<file path="src/design/dispatch_defs.svh">
`ifndef DISPATCH_DEFS_SVH
`define DISPATCH_DEFS_SVH

// ************************************************************************
// Dispatch group and issue port
// ************************************************************************

// Micro-ops per dispatch group.
`define FETCH_WIDTH 2

// Oldest entries offered per queue and issue lanes.
`define OUT_WIDTH 2

// ************************************************************************
// Queues
// ************************************************************************

`define QUEUE_DEPTH 8       // Power of two, pointers wrap.
`define NUM_QUEUES  3       // One per micro-op class.

// ************************************************************************
// Index widths
// ************************************************************************

`define ROB_WIDTH  4        // Plus one direction bit.
`define PREG_WIDTH 6

`endif

</file>
<file path="src/design/rob_pkg.sv">
`include "dispatch_defs.svh"

package rob_pkg;

    // Direction bit flips each time the ROB index wraps.
    typedef struct packed {
        logic                  dir;
        logic [`ROB_WIDTH-1:0] idx;
    } rob_idx_t;

    typedef struct packed {
        logic     valid;
        rob_idx_t rob_idx;     // Mispredicted instruction.
    } redirect_t;

    // True when entry is strictly older than the redirect point.
    function automatic logic rob_older(input rob_idx_t entry, input rob_idx_t redir);
        logic greater;
        greater = redir.idx > entry.idx;
        return (entry.dir == redir.dir) ? greater : ~greater;
    endfunction

endpackage

</file>
<file path="src/design/uop_pkg.sv">
`include "dispatch_defs.svh"

package uop_pkg;

    // Class value doubles as the queue number.
    typedef enum logic [1:0] {
        CLASS_ALU = 2'd0,
        CLASS_MEM = 2'd1,
        CLASS_MUL = 2'd2
    } uop_class_e;

    typedef enum logic [2:0] {
        OP_ADD   = 3'd0,
        OP_SUB   = 3'd1,
        OP_AND   = 3'd2,
        OP_OR    = 3'd3,
        OP_LOAD  = 3'd4,
        OP_STORE = 3'd5,
        OP_MUL   = 3'd6,
        OP_MULH  = 3'd7
    } uop_op_e;

    // Status bundle, also the queue payload.
    typedef struct packed {
        rob_pkg::rob_idx_t      rob_idx;
        uop_op_e                op;
        uop_class_e             cls;
        logic                   we;     // Writes rd.
        logic [`PREG_WIDTH-1:0] rd;
        logic [`PREG_WIDTH-1:0] rs1;
        logic [`PREG_WIDTH-1:0] rs2;
    } dis_status_t;

endpackage

</file>
<file path="src/design/dispatch_queue_if.sv">
`timescale 1ns/1ps
`include "dispatch_defs.svh"

interface dispatch_queue_if #(
    parameter int DEPTH = `QUEUE_DEPTH
) ();
    import uop_pkg::*;

    localparam int CNT_W = $clog2(DEPTH) + 1;

    // Router side.
    logic [`FETCH_WIDTH-1:0]        en;
    dis_status_t [`FETCH_WIDTH-1:0] status;
    logic                           dis_full;   // Group stall.
    logic                           full;

    // Issue side.
    logic                           issue_full; // Low releases a pop.
    logic [`OUT_WIDTH-1:0]          en_o;
    dis_status_t [`OUT_WIDTH-1:0]   status_o;
    logic [CNT_W-1:0]               count;

    modport router (output en, status, dis_full, input full);

    modport queue (input en, status, dis_full, issue_full,
                   output full, en_o, status_o, count);

    modport issue (output issue_full, input en_o, status_o, count);

endinterface

</file>
<file path="src/design/dispatch_router.sv">
`timescale 1ns/1ps
`include "dispatch_defs.svh"

module dispatch_router (
    input  logic [`FETCH_WIDTH-1:0]                 dispatch_valid_i,
    input  uop_pkg::dis_status_t [`FETCH_WIDTH-1:0] dispatch_uop_i,
    input  rob_pkg::redirect_t                      redirect_i,
    output logic                                    dispatch_ready_o,
    dispatch_queue_if.router                        qio [`NUM_QUEUES]
);
    import uop_pkg::*;

    logic [`NUM_QUEUES-1:0] queue_full;
    logic                   dis_full;

    // ************************************************************************
    // Per-queue steering
    // ************************************************************************

    for (genvar q = 0; q < `NUM_QUEUES; q++) begin : g_steer
        localparam uop_class_e QCLS = uop_class_e'(q);

        logic [`FETCH_WIDTH-1:0] steer;

        always_comb begin
            for (int s = 0; s < `FETCH_WIDTH; s++) begin
                steer[s] = dispatch_valid_i[s] && (dispatch_uop_i[s].cls == QCLS);
            end
        end

        assign qio[q].en       = steer;
        assign qio[q].status   = dispatch_uop_i;   // Every queue sees all slots.
        assign qio[q].dis_full = dis_full;
        assign queue_full[q]   = qio[q].full;
    end

    // ************************************************************************
    // Group stall
    // ************************************************************************

    // One full queue holds the whole group, so a group is never split.
    assign dis_full         = (|queue_full) | redirect_i.valid;
    assign dispatch_ready_o = ~dis_full;

endmodule

</file>
<file path="src/design/dispatch_queue.sv">
`timescale 1ns/1ps
`include "dispatch_defs.svh"

module dispatch_queue #(
    parameter int DEPTH = `QUEUE_DEPTH
) (
    input  logic               clk,
    input  logic               rst,
    input  rob_pkg::redirect_t redirect_i,
    dispatch_queue_if.queue    qio
);
    import rob_pkg::*;
    import uop_pkg::*;

    localparam int ADDR_W = $clog2(DEPTH);
    localparam int CNT_W  = ADDR_W + 1;
    localparam int ADD_W  = $clog2(`FETCH_WIDTH) + 1;

    dis_status_t       ram [DEPTH];
    logic [ADDR_W-1:0] head;
    logic [ADDR_W-1:0] tail;
    logic [CNT_W-1:0]  count;

    logic [ADD_W-1:0]  add_num;
    logic [CNT_W-1:0]  push_num;
    logic [CNT_W-1:0]  pop_num;
    logic [CNT_W:0]    fill_sum;
    logic [ADDR_W-1:0] wr_addr [`FETCH_WIDTH];

    logic [DEPTH-1:0]  occupied;
    logic [DEPTH-1:0]  older;
    logic [DEPTH-1:0]  keep;
    logic [CNT_W-1:0]  keep_num;
    logic [ADDR_W-1:0] run_end;
    logic              keep_all;
    logic              keep_none;

    // ************************************************************************
    // Write side
    // ************************************************************************

    // Prefix count of enabled slots gives each slot its position.
    always_comb begin
        logic [ADD_W-1:0] pre;
        pre = '0;
        for (int i = 0; i < `FETCH_WIDTH; i++) begin
            wr_addr[i] = tail + ADDR_W'(pre);
            pre        = pre + ADD_W'(qio.en[i]);
        end
        add_num = pre;
    end

    assign push_num = qio.dis_full ? '0 : CNT_W'(add_num);
    assign fill_sum = {1'b0, count} + (CNT_W+1)'(add_num);
    assign qio.full = fill_sum > (CNT_W+1)'(DEPTH);

    always_ff @(posedge clk) begin
        for (int i = 0; i < `FETCH_WIDTH; i++) begin
            if (qio.en[i] && !qio.dis_full) begin
                ram[wr_addr[i]] <= qio.status[i];
            end
        end
    end

    // ************************************************************************
    // Output window
    // ************************************************************************

    for (genvar i = 0; i < `OUT_WIDTH; i++) begin : g_win
        logic [ADDR_W-1:0] rd_addr;

        assign rd_addr         = head + ADDR_W'(i);
        assign qio.en_o[i]     = (count > CNT_W'(i)) & ~redirect_i.valid;
        assign qio.status_o[i] = ram[rd_addr];
    end

    assign qio.count = count;

    always_comb begin
        if (qio.issue_full || redirect_i.valid) begin
            pop_num = '0;
        end else if (count >= CNT_W'(`OUT_WIDTH)) begin
            pop_num = CNT_W'(`OUT_WIDTH);
        end else begin
            pop_num = count;
        end
    end

    // ************************************************************************
    // Redirect walk-back
    // ************************************************************************

    always_comb begin
        logic [ADDR_W-1:0] offset;
        keep_num = '0;
        run_end  = head;
        for (int p = 0; p < DEPTH; p++) begin
            offset      = ADDR_W'(p) - head;
            occupied[p] = {1'b0, offset} < count;
            older[p]    = rob_older(ram[p].rob_idx, redirect_i.rob_idx);
        end
        keep = occupied & older;
        for (int p = 0; p < DEPTH; p++) begin
            keep_num = keep_num + CNT_W'(keep[p]);
            if (keep[p] && !keep[(p + 1) % DEPTH]) begin
                run_end = ADDR_W'(p);     // Youngest surviving entry.
            end
        end
    end

    assign keep_all  = &keep;
    assign keep_none = ~|keep;

    always_ff @(posedge clk or posedge rst) begin
        if (rst) begin
            head  <= '0;
            tail  <= '0;
            count <= '0;
        end else if (redirect_i.valid) begin
            tail  <= (keep_all || keep_none) ? head : run_end + ADDR_W'(1);
            count <= keep_num;
        end else begin
            head  <= head + ADDR_W'(pop_num);
            tail  <= tail + ADDR_W'(push_num);
            count <= count + push_num - pop_num;
        end
    end

endmodule

</file>
<file path="src/design/issue_select.sv">
`timescale 1ns/1ps
`include "dispatch_defs.svh"

module issue_select (
    input  logic                                  clk,
    input  logic                                  rst,
    input  logic                                  issue_stall_i,
    input  rob_pkg::redirect_t                    redirect_i,
    dispatch_queue_if.issue                       qio [`NUM_QUEUES],
    output logic [`OUT_WIDTH-1:0]                 issue_valid_o,
    output uop_pkg::dis_status_t [`OUT_WIDTH-1:0] issue_uop_o
);
    import uop_pkg::*;

    localparam int PTR_W = $clog2(`NUM_QUEUES);

    logic [`NUM_QUEUES-1:0]       nonempty;
    logic [`OUT_WIDTH-1:0]        win_en  [`NUM_QUEUES];
    dis_status_t [`OUT_WIDTH-1:0] win_uop [`NUM_QUEUES];

    logic [PTR_W-1:0] rr_ptr;
    logic [PTR_W-1:0] grant_idx;
    logic [PTR_W-1:0] next_ptr;
    logic             grant_valid;
    logic             grant_ok;

    for (genvar q = 0; q < `NUM_QUEUES; q++) begin : g_queue
        assign nonempty[q]       = qio[q].count != '0;
        assign win_en[q]         = qio[q].en_o;
        assign win_uop[q]        = qio[q].status_o;
        assign qio[q].issue_full = ~(grant_ok && (grant_idx == PTR_W'(q)));
    end

    // ************************************************************************
    // Round-robin grant
    // ************************************************************************

    // Walk down so the nearest queue past the pointer wins.
    always_comb begin
        int q;
        grant_valid = 1'b0;
        grant_idx   = '0;
        for (int k = `NUM_QUEUES - 1; k >= 0; k--) begin
            q = (int'(rr_ptr) + k) % `NUM_QUEUES;
            if (nonempty[q]) begin
                grant_valid = 1'b1;
                grant_idx   = PTR_W'(q);
            end
        end
    end

    assign grant_ok = grant_valid & ~issue_stall_i & ~redirect_i.valid;
    assign next_ptr = (grant_idx == PTR_W'(`NUM_QUEUES - 1)) ? '0 : grant_idx + PTR_W'(1);

    // ************************************************************************
    // Issue port
    // ************************************************************************

    always_ff @(posedge clk or posedge rst) begin
        if (rst) begin
            rr_ptr        <= '0;
            issue_valid_o <= '0;
        end else if (grant_ok) begin
            rr_ptr        <= next_ptr;
            issue_valid_o <= win_en[grant_idx];
        end else begin
            issue_valid_o <= '0;          // No grant, empty port.
        end
    end

    always_ff @(posedge clk) begin
        if (grant_ok) begin
            issue_uop_o <= win_uop[grant_idx];
        end
    end

endmodule

</file>
<file path="src/design/dispatch_stage.sv">
`timescale 1ns/1ps
`include "dispatch_defs.svh"

module dispatch_stage (
    input  logic                                    clk,
    input  logic                                    rst,
    input  logic [`FETCH_WIDTH-1:0]                 dispatch_valid_i,
    input  uop_pkg::dis_status_t [`FETCH_WIDTH-1:0] dispatch_uop_i,
    output logic                                    dispatch_ready_o,
    input  logic                                    redirect_valid_i,
    input  rob_pkg::rob_idx_t                       redirect_rob_idx_i,
    input  logic                                    issue_stall_i,
    output logic [`OUT_WIDTH-1:0]                   issue_valid_o,
    output uop_pkg::dis_status_t [`OUT_WIDTH-1:0]   issue_uop_o
);
    import rob_pkg::*;

    redirect_t redirect;

    assign redirect.valid   = redirect_valid_i;
    assign redirect.rob_idx = redirect_rob_idx_i;

    // One link per class queue.
    dispatch_queue_if #(.DEPTH(`QUEUE_DEPTH)) qio [`NUM_QUEUES] ();

    dispatch_router u_router (
        .dispatch_valid_i (dispatch_valid_i),
        .dispatch_uop_i   (dispatch_uop_i),
        .redirect_i       (redirect),
        .dispatch_ready_o (dispatch_ready_o),
        .qio              (qio)
    );

    // ************************************************************************
    // Class queues
    // ************************************************************************

    for (genvar q = 0; q < `NUM_QUEUES; q++) begin : g_queue
        dispatch_queue #(
            .DEPTH (`QUEUE_DEPTH)
        ) u_queue (
            .clk        (clk),
            .rst        (rst),
            .redirect_i (redirect),
            .qio        (qio[q])
        );
    end

    issue_select u_select (
        .clk           (clk),
        .rst           (rst),
        .issue_stall_i (issue_stall_i),
        .redirect_i    (redirect),
        .qio           (qio),
        .issue_valid_o (issue_valid_o),
        .issue_uop_o   (issue_uop_o)
    );

endmodule

</file>
<file path="config.mk">
export PLATFORM = sky130hd
export DESIGN_NAME = dispatch_stage
export DESIGN_NICKNAME = d
export VERILOG_FILES = /design/src/design/rob_pkg.sv /design/src/design/uop_pkg.sv /design/src/design/dispatch_queue_if.sv /design/src/design/dispatch_router.sv /design/src/design/dispatch_queue.sv /design/src/design/issue_select.sv /design/src/design/dispatch_stage.sv
export VERILOG_INCLUDE_DIRS = /design/src /design/src/design
export SDC_FILE = /design/constraint.sdc
export NUM_CORES = 2
export LEC_CHECK = 0
export BUFFER_PORTS_ARGS = -buffer_cell sky130_fd_sc_hd__buf_2
export CAP_MARGIN = 5
export CELL_PAD_IN_SITES_DETAIL_PLACEMENT = 0
export CELL_PAD_IN_SITES_GLOBAL_PLACEMENT = 1
export CORE_UTILIZATION = 54
export DETAILED_ROUTE_END_ITERATION = 8
export GPL_TIMING_DRIVEN = 0
export HOLD_SLACK_MARGIN = 0.12
export PLACE_DENSITY = 0.78
export SLEW_MARGIN = 20
export SYNTH_ARGS = -nofsm -noshare
export SYNTH_HDL_FRONTEND = slang
export SYNTH_SLANG_ARGS = --single-unit
</file>
<file path="constraint.sdc">
create_clock -name clk -period 7.2 [get_ports clk]
set_input_delay 1.44 -clock clk [delete_from_list [all_inputs] [get_ports clk]]
set_output_delay 1.44 -clock clk [all_outputs]
set_load 0.03 [all_outputs]
</file>
== After elaboration in Yosys (flattened, before gate mapping) ==
Memories as Yosys holds them, arrays and structs flattened.
Cells that the tools add are included.

* $add $sub $neg: 75
* Div/mod/pow operators: 3
* $lt $le $gt $ge: 64
* Equal/unequal tests: 30
* Multiplexer cells: 101
* Bitwise logic cells: 43
* Reduce and logical (&&, ||, !) cells: 86

{| class="wikitable"
|+ Operators by type and width
! cell !! count
|-
| $bmux W58 S2 || 1
|-
| $mux W58 || 2
|-
| $gt A4 B4 Y1 || 24
|-
| $lt A3 B4 Y1 || 24
|-
| $lt A32 B4 Y1 const B || 3
|-
| $mux W3 || 30
|-
| $add A4 B1 Y4 || 18
|-
| $mod A32 B3 Y32 const B || 2
|-
| $mux W1 || 45
|-
| $logic_and A1 B1 Y1 || 39
|-
| $mux W4 || 9
|-
| $sub A3 B3 Y3 const A || 12
|-
| $mod A3 B3 Y32 const B || 1
|-
| $not A1 Y1 || 30
|-
| $logic_not A1 Y1 || 28
|-
| $and A8 B8 Y8 || 3
|-
| $eq A1 B1 Y1 || 24
|-
| $gt A4 B1 Y1 const B || 6
|-
| $reduce_and A8 Y1 || 3
|-
| $reduce_or A8 Y1 || 3
|-
| $mux W2 || 10
|-
| $add A3 B1 Y3 const B || 6
|-
| $add A3 B3 Y3 || 6
|-
| $sub A1 B3 Y3 const A || 6
|-
| 23 further kinds || 67
|}

* Register bits after elaboration: 92
* Bits in writable memories: 696
* Input port bits: 69
* Output and inout bits: 61
* Word-level logic and storage cells: 432
* Memories kept: 3

{| class="wikitable"
|+ Memories
! name !! depth !! bits a word !! read ports !! clocked after memory_dff !! write ports !! line !! RTL
|-
| g_queue[0].u_queue.ram || 8 || 29 || 10 || 0 || 2 || dispatch_queue.sv:19 || <nowiki>dis_status_t ram [DEPTH];</nowiki>
|-
| g_queue[1].u_queue.ram || 8 || 29 || 10 || 0 || 2 || dispatch_queue.sv:19 ||
|-
| g_queue[2].u_queue.ram || 8 || 29 || 10 || 0 || 2 || dispatch_queue.sv:19 ||
|}

== Longest topological paths before layout ==
An unclocked memory read counts as a cell.

* Depth in word-level cells: 18
* Mapped depth: 20
* Mapped depth without buffers: 19

== Hierarchy ==
Synthesis repeated with hierarchy kept, for this count alone.

* Cell total of the unflattened synthesis: 3738
* Area, all modules: 52755.6 um^2

{| class="wikitable"
|+ By module, submodules not included
! module !! instances !! cells each !! area each (um^2) !! sequential area each (um^2)
|-
| dispatch_queue (g_queue[2].u_queue) || 1 || 1104 || 15940.3 || 7216.9
|-
| dispatch_queue (g_queue[0].u_queue) || 1 || 1110 || 15934.0 || 7216.9
|-
| dispatch_queue (g_queue[1].u_queue) || 1 || 1108 || 15909.0 || 7216.9
|-
| issue_select || 1 || 232 || 3587.2 || 1841.8
|-
| dispatch_router || 1 || 184 || 1385.1 || 0.0
|}

== Least setup slack after synthesis ==
OpenSTA, ideal clock, no wires.

* Kind: input to register
* Start point: input dispatch_uop_i[19] (netlist bit)
* End point: memory g_queue[2].u_queue.ram[0][0] (netlist bit), enable pin
* Setup time: 0.460 ns
* Data arrival time: 6.367 ns
* Required time: 6.740 ns
* Slack: 0.374 ns
* Stages on the path: 13
* Cells stage by stage: nor3b_1 > ha_1 > ha_1 > inv_1 > fa_1 > nor2b_1 > a2111oi_0 > o21ai_1 > nor2_1 > buf_4 > clkbuf_1 > nand3b_1 > o31ai_1

{| class="wikitable"
|+ RTL lines
! element !! line !! RTL
|-
| start: declaration || dispatch_stage.sv:8 || <nowiki>input uop_pkg::dis_status_t [`FETCH_WIDTH-1:0] dispatch_uop_i,</nowiki>
|-
| end: declaration || dispatch_queue.sv:19 ||
|}

== Worst setup path after layout ==
* Start point: register g_queue[2].u_queue.head[1]
* End point: register g_queue[2].u_queue.count[2]

* Word-level cells in the longest chain between the ends: 11

{| class="wikitable"
|+ Ends and longest elaborated chain
! element !! line !! RTL
|-
| start: declaration || dispatch_queue.sv:20 || <nowiki>logic [ADDR_W-1:0] head;</nowiki>
|-
| start signal: assignment || dispatch_queue.sv:123 || <nowiki>head <= head + ADDR_W'(pop_num);</nowiki>
|-
| $sub A1 B3 Y3 || dispatch_queue.sv:98 || <nowiki>offset = ADDR_W'(p) - head;</nowiki>
|-
| $lt A3 B4 Y1 || dispatch_queue.sv:99 || <nowiki>occupied[p] = {1'b0, offset} < count;</nowiki>
|-
| $and A8 B8 Y8 * || dispatch_queue.sv:102 || <nowiki>keep = occupied & older;</nowiki>
|-
| $add A1 B1 Y2 || dispatch_queue.sv:104 || <nowiki>keep_num = keep_num + CNT_W'(keep[p]);</nowiki>
|-
| $add A4 B1 Y4 (5 in a row) || dispatch_queue.sv:104 ||
|-
| $add A4 B1 Y4 * || dispatch_queue.sv:104 ||
|-
| $mux W4 * || dispatch_queue.sv:119 || <nowiki>end else if (redirect_i.valid) begin</nowiki>
|-
| end signal: assignment || dispatch_queue.sv:121 || <nowiki>count <= keep_num;</nowiki>
|-
| end signal: assignment || dispatch_queue.sv:125 || <nowiki>count <= count + push_num - pop_num;</nowiki>
|-
| end: declaration || dispatch_queue.sv:22 || <nowiki>logic [CNT_W-1:0] count;</nowiki>
|}

Every way passes the cells marked *; elsewhere a longest branch is shown, timed or not.
A chain may end at the register's enable or synchronous reset.

==> flow_summary.json <==
{
  "drt_wl_total_um": 182000,
  "wl_per_cell_um": 35.8,
  "grt_use_total": 0.387,
  "cap_violations": 0,
  "drive_gt1_frac": 0.388,
  "remaining_drc_errors": 0,
  "antenna_found_initial": 10,
  "grt_pass1_wl_um": 256000,
  "syn_inst": 3509,
  "routed_via_density": 6.95,
  "die_h_um": 308,
  "hold_path.startpoint": "u_select.rr_ptr[0]$_DFFE_PP0N_",
  "layout_commonest_cell": "edfxtp_1",
  "slew_violations": 0,
  "async_flop_share": 0.0431,
  "grt_pass1_vias": 36100,
  "fin_crit_sh": 0.953,
  "insertion_delay_ns": 0.70,
  "timing.rr.start": "g_queue[2].u_queue.head[1]$_DFFE_PP0N_",
  "synth_edf_count": 754,
  "ctsHtreeMaxLevel": 3,
  "rsz0062_at_grt": "no",
  "grt_max_degree": 30,
  "hpwlAfterDp_um": 135000,
  "yosysUniqueCellTypes": 82,
  "final_util": 0.622,
  "placed_cells": 4935,
  "numCtsBuffers": 90,
  "power_density_nw_per_um2": 393,
  "slew-limit-headroom": 0.166,
  "status": "complete, no violations",
  "setup.worst_path.end_class": "register",
  "cts_tree": "yes",
  "r2r_slack_ns": 0.34,
  "core_area_um2": 92200,
  "grt.overflow.total": 0,
  "switching_share": 0.426,
  "clock-root-buffer": "clkbuf_16",
  "cts.clk_slew.worst_paths_ns": 0.06,
  "setup_violations": 0,
  "vias": 35400,
  "synth_seq_cells": 788,
  "hold_ws_ns": 0.562,
  "power_frac_comb": 0.533,
  "post-cts-setup-buffers": 0,
  "cts_sinks": 788,
  "p_seq_frac": 0.260,
  "hold_class": "register to register",
  "cts.path.max_buffers": 3,
  "power_frac_clock": 0.208,
  "synth.cell_area_um2": 50600,
  "hold_viol": 0,
  "yosys_most_used_dff": "edfxtp_1",
  "fin_cells": 5098,
  "syn_nets": 3802,
  "routabilityCongestion": 0.966,
  "crit_fanout": 10,
  "synth-seq-area-share": 0.465,
  "yosys_warnings": 0,
  "syn_avg_cell_area_um2": 14.4,
  "die_x_um": 308,
  "max-vdd-ir-drop_v": 0.000237,
  "fmax_mhz": 146,
  "layout_min_cycle_time_ns": 6.86,
  "tightest_slew_ns": 1.25,
  "worstPathRequired_ns": 7.72,
  "p_switching_w": 0.00959,
  "post-place-ws_ns": -0.445,
  "area_growth_pct": 13.4,
  "worstPathArrival_ns": 7.37,
  "finalPower_w": 0.0225,
  "ant_nets": 0,
  "first_iter_violations": 4537,
  "ctsHoldBuffers": 0,
  "p_int_w": 0.0129,
  "rows": 111,
  "crit_path_start_kind": "register",
  "setup_ws_ns": 0.341,
  "dieArea_um2": 94900,
  "layout.cells.most_common_list": "edfxtp_1, mux2_2, mux4_2",
  "crit_start": "g_queue[2].u_queue.head[1]$_DFFE_PP0N_",
  "skew_ns": 0.0401,
  "dr.pass1.iters": 8,
  "io_pins": 130,
  "port_buffers": 127,
  "nNetsFinal": 4075,
  "path_class": "register to register",
  "leakage_nw": 20.2,
  "start_util": 0.548
}
## critical path: stages (launching register included)
cell and delay [ns]:
dfrtp_1 0.40, clkbuf_1 0.82, clkbuf_1 0.69, inv_1 0.30, ha_1 0.58, clkbuf_2 0.49, inv_1 0.19, ha_1 0.31
a21o_1 0.19, a21o_1 0.18, nand2_1 0.10, nand2_1 0.15, fa_1 0.54, inv_1 0.05, fa_1 0.50, fa_1 0.48
fa_1 0.39, xor2_1 0.17, nor2_1 0.10, a21oi_1 0.06
## repair_timing
item | in CTS | in global routing
hold endpoints to repair | 0 | 0
resized for setup | 2 | 0
endpoints found under the setup margin | 2 | 3
## layer usage
layer / wire [um] / track usage / part of all wire
met3: 20100 / 0.0993 / 0.11
met2: 85200 / 0.616 / 0.47
met1: 65600 / 0.482 / 0.36
met4: 11400 / 0.215 / 0.062
met5: 102 / 0 / 0.00056
## cell usage after synthesis (58+ instances only)
| master | number | share of area |
|---|---|---|
| a21oi_1 | 71 | 0.0070 |
| clkbuf_1 | 218 | 0.016 |
| edfxtp_1 | 754 | 0.45 |
| ha_1 | 203 | 0.050 |
| inv_1 | 165 | 0.012 |
| mux2_2 | 650 | 0.14 |
| mux2i_1 | 178 | 0.035 |
| mux4_2 | 348 | 0.16 |
| nand2_1 | 72 | 0.0053 |
| nor2_1 | 70 | 0.0052 |
| o21ai_0 | 130 | 0.013 |
| o22a_1 | 58 | 0.010 |
| xnor2_1 | 62 | 0.011 |
## cell families (layout without fill, tap and decap cells)
logic type / after synthesis / after routing / share of synthesized area
adder cells (fa/ha/maj): 226 / 226 / 0.0589
buffers and inverters: 495 / 840 / 0.0399
flip-flops: 788 / 788 / 0.465
AND/OR/NAND/NOR: 371 / 371 / 0.0397
XOR/XNOR: 83 / 83 / 0.0144
other: 0 / 1 / 0
AO/OA/AOI/OAI: 366 / 366 / 0.0465
multiplexers: 1180 / 1180 / 0.336
## through the flow
step / setup TNS [ns] / instance area, um2
finish: 0 / 57300
global route: 0 / 57300
CTS: 0 / 57300
detailed placement: -38.55 / 54400
global placement: -2372.74 / 52700
floorplan: 0 / 50600
## cell type report
| class | count | area [um2] |
|---|---|---|
| Multi-Input combinational cell | 2226 | 25400 |
| Antenna cell | 1 | 2.50 |
| Buffer | 325 | 1430 |
| Clock buffer | 110 | 2360 |
| Tap cell | 1243 | 1560 |
| Inverter | 168 | 631 |
| Timing Repair Buffer | 183 | 1900 |
| Sequential cell | 788 | 23500 |
| Fill cell | 7031 | 34900 |
| Clock inverter | 54 | 554 |
## final timing paths
| check | to | cells past startpoint |
|---|---|---|
| min in group asynchronous | g_queue[1].u_queue.head[1]$_DFFE_PP0N_ | 2 |
| max in group asynchronous | g_queue[2].u_queue.tail[0]$_DFF_PP0_ | 3 |
| hold / removal | u_select.rr_ptr[0]$_DFFE_PP0N_ | 2 |
| hold reg to reg | u_select.rr_ptr[0]$_DFFE_PP0N_ | 2 |
| setup / recovery | g_queue[2].u_queue.qio.count[2]$_DFF_PP0_ | 19 |
| setup reg to reg | g_queue[2].u_queue.qio.count[2]$_DFF_PP0_ | 19 |
## state kept, by name, summed over array words and instances, names as in the netlist
signal,flops
g_queue.u_queue.head,9
g_queue.u_queue.qio.count,12
g_queue.u_queue.ram,696
g_queue.u_queue.tail,9
u_select.issue_uop_o,58
u_select.issue_valid_o,2
u_select.rr_ptr,2
## power by group through the flow
stage	Combinational (W)	Sequential, W	Clock, W
after floorplan	0.00732	0.00616	0
after global placement	0.0114	0.00594	0
after detailed placement	0.0117	0.00593	0
after CTS	0.0118	0.00584	0.00467
after global routing	0.0127	0.00587	0.00484
final	0.0120	0.00584	0.00467
Power figures use the tool's default switching activity.
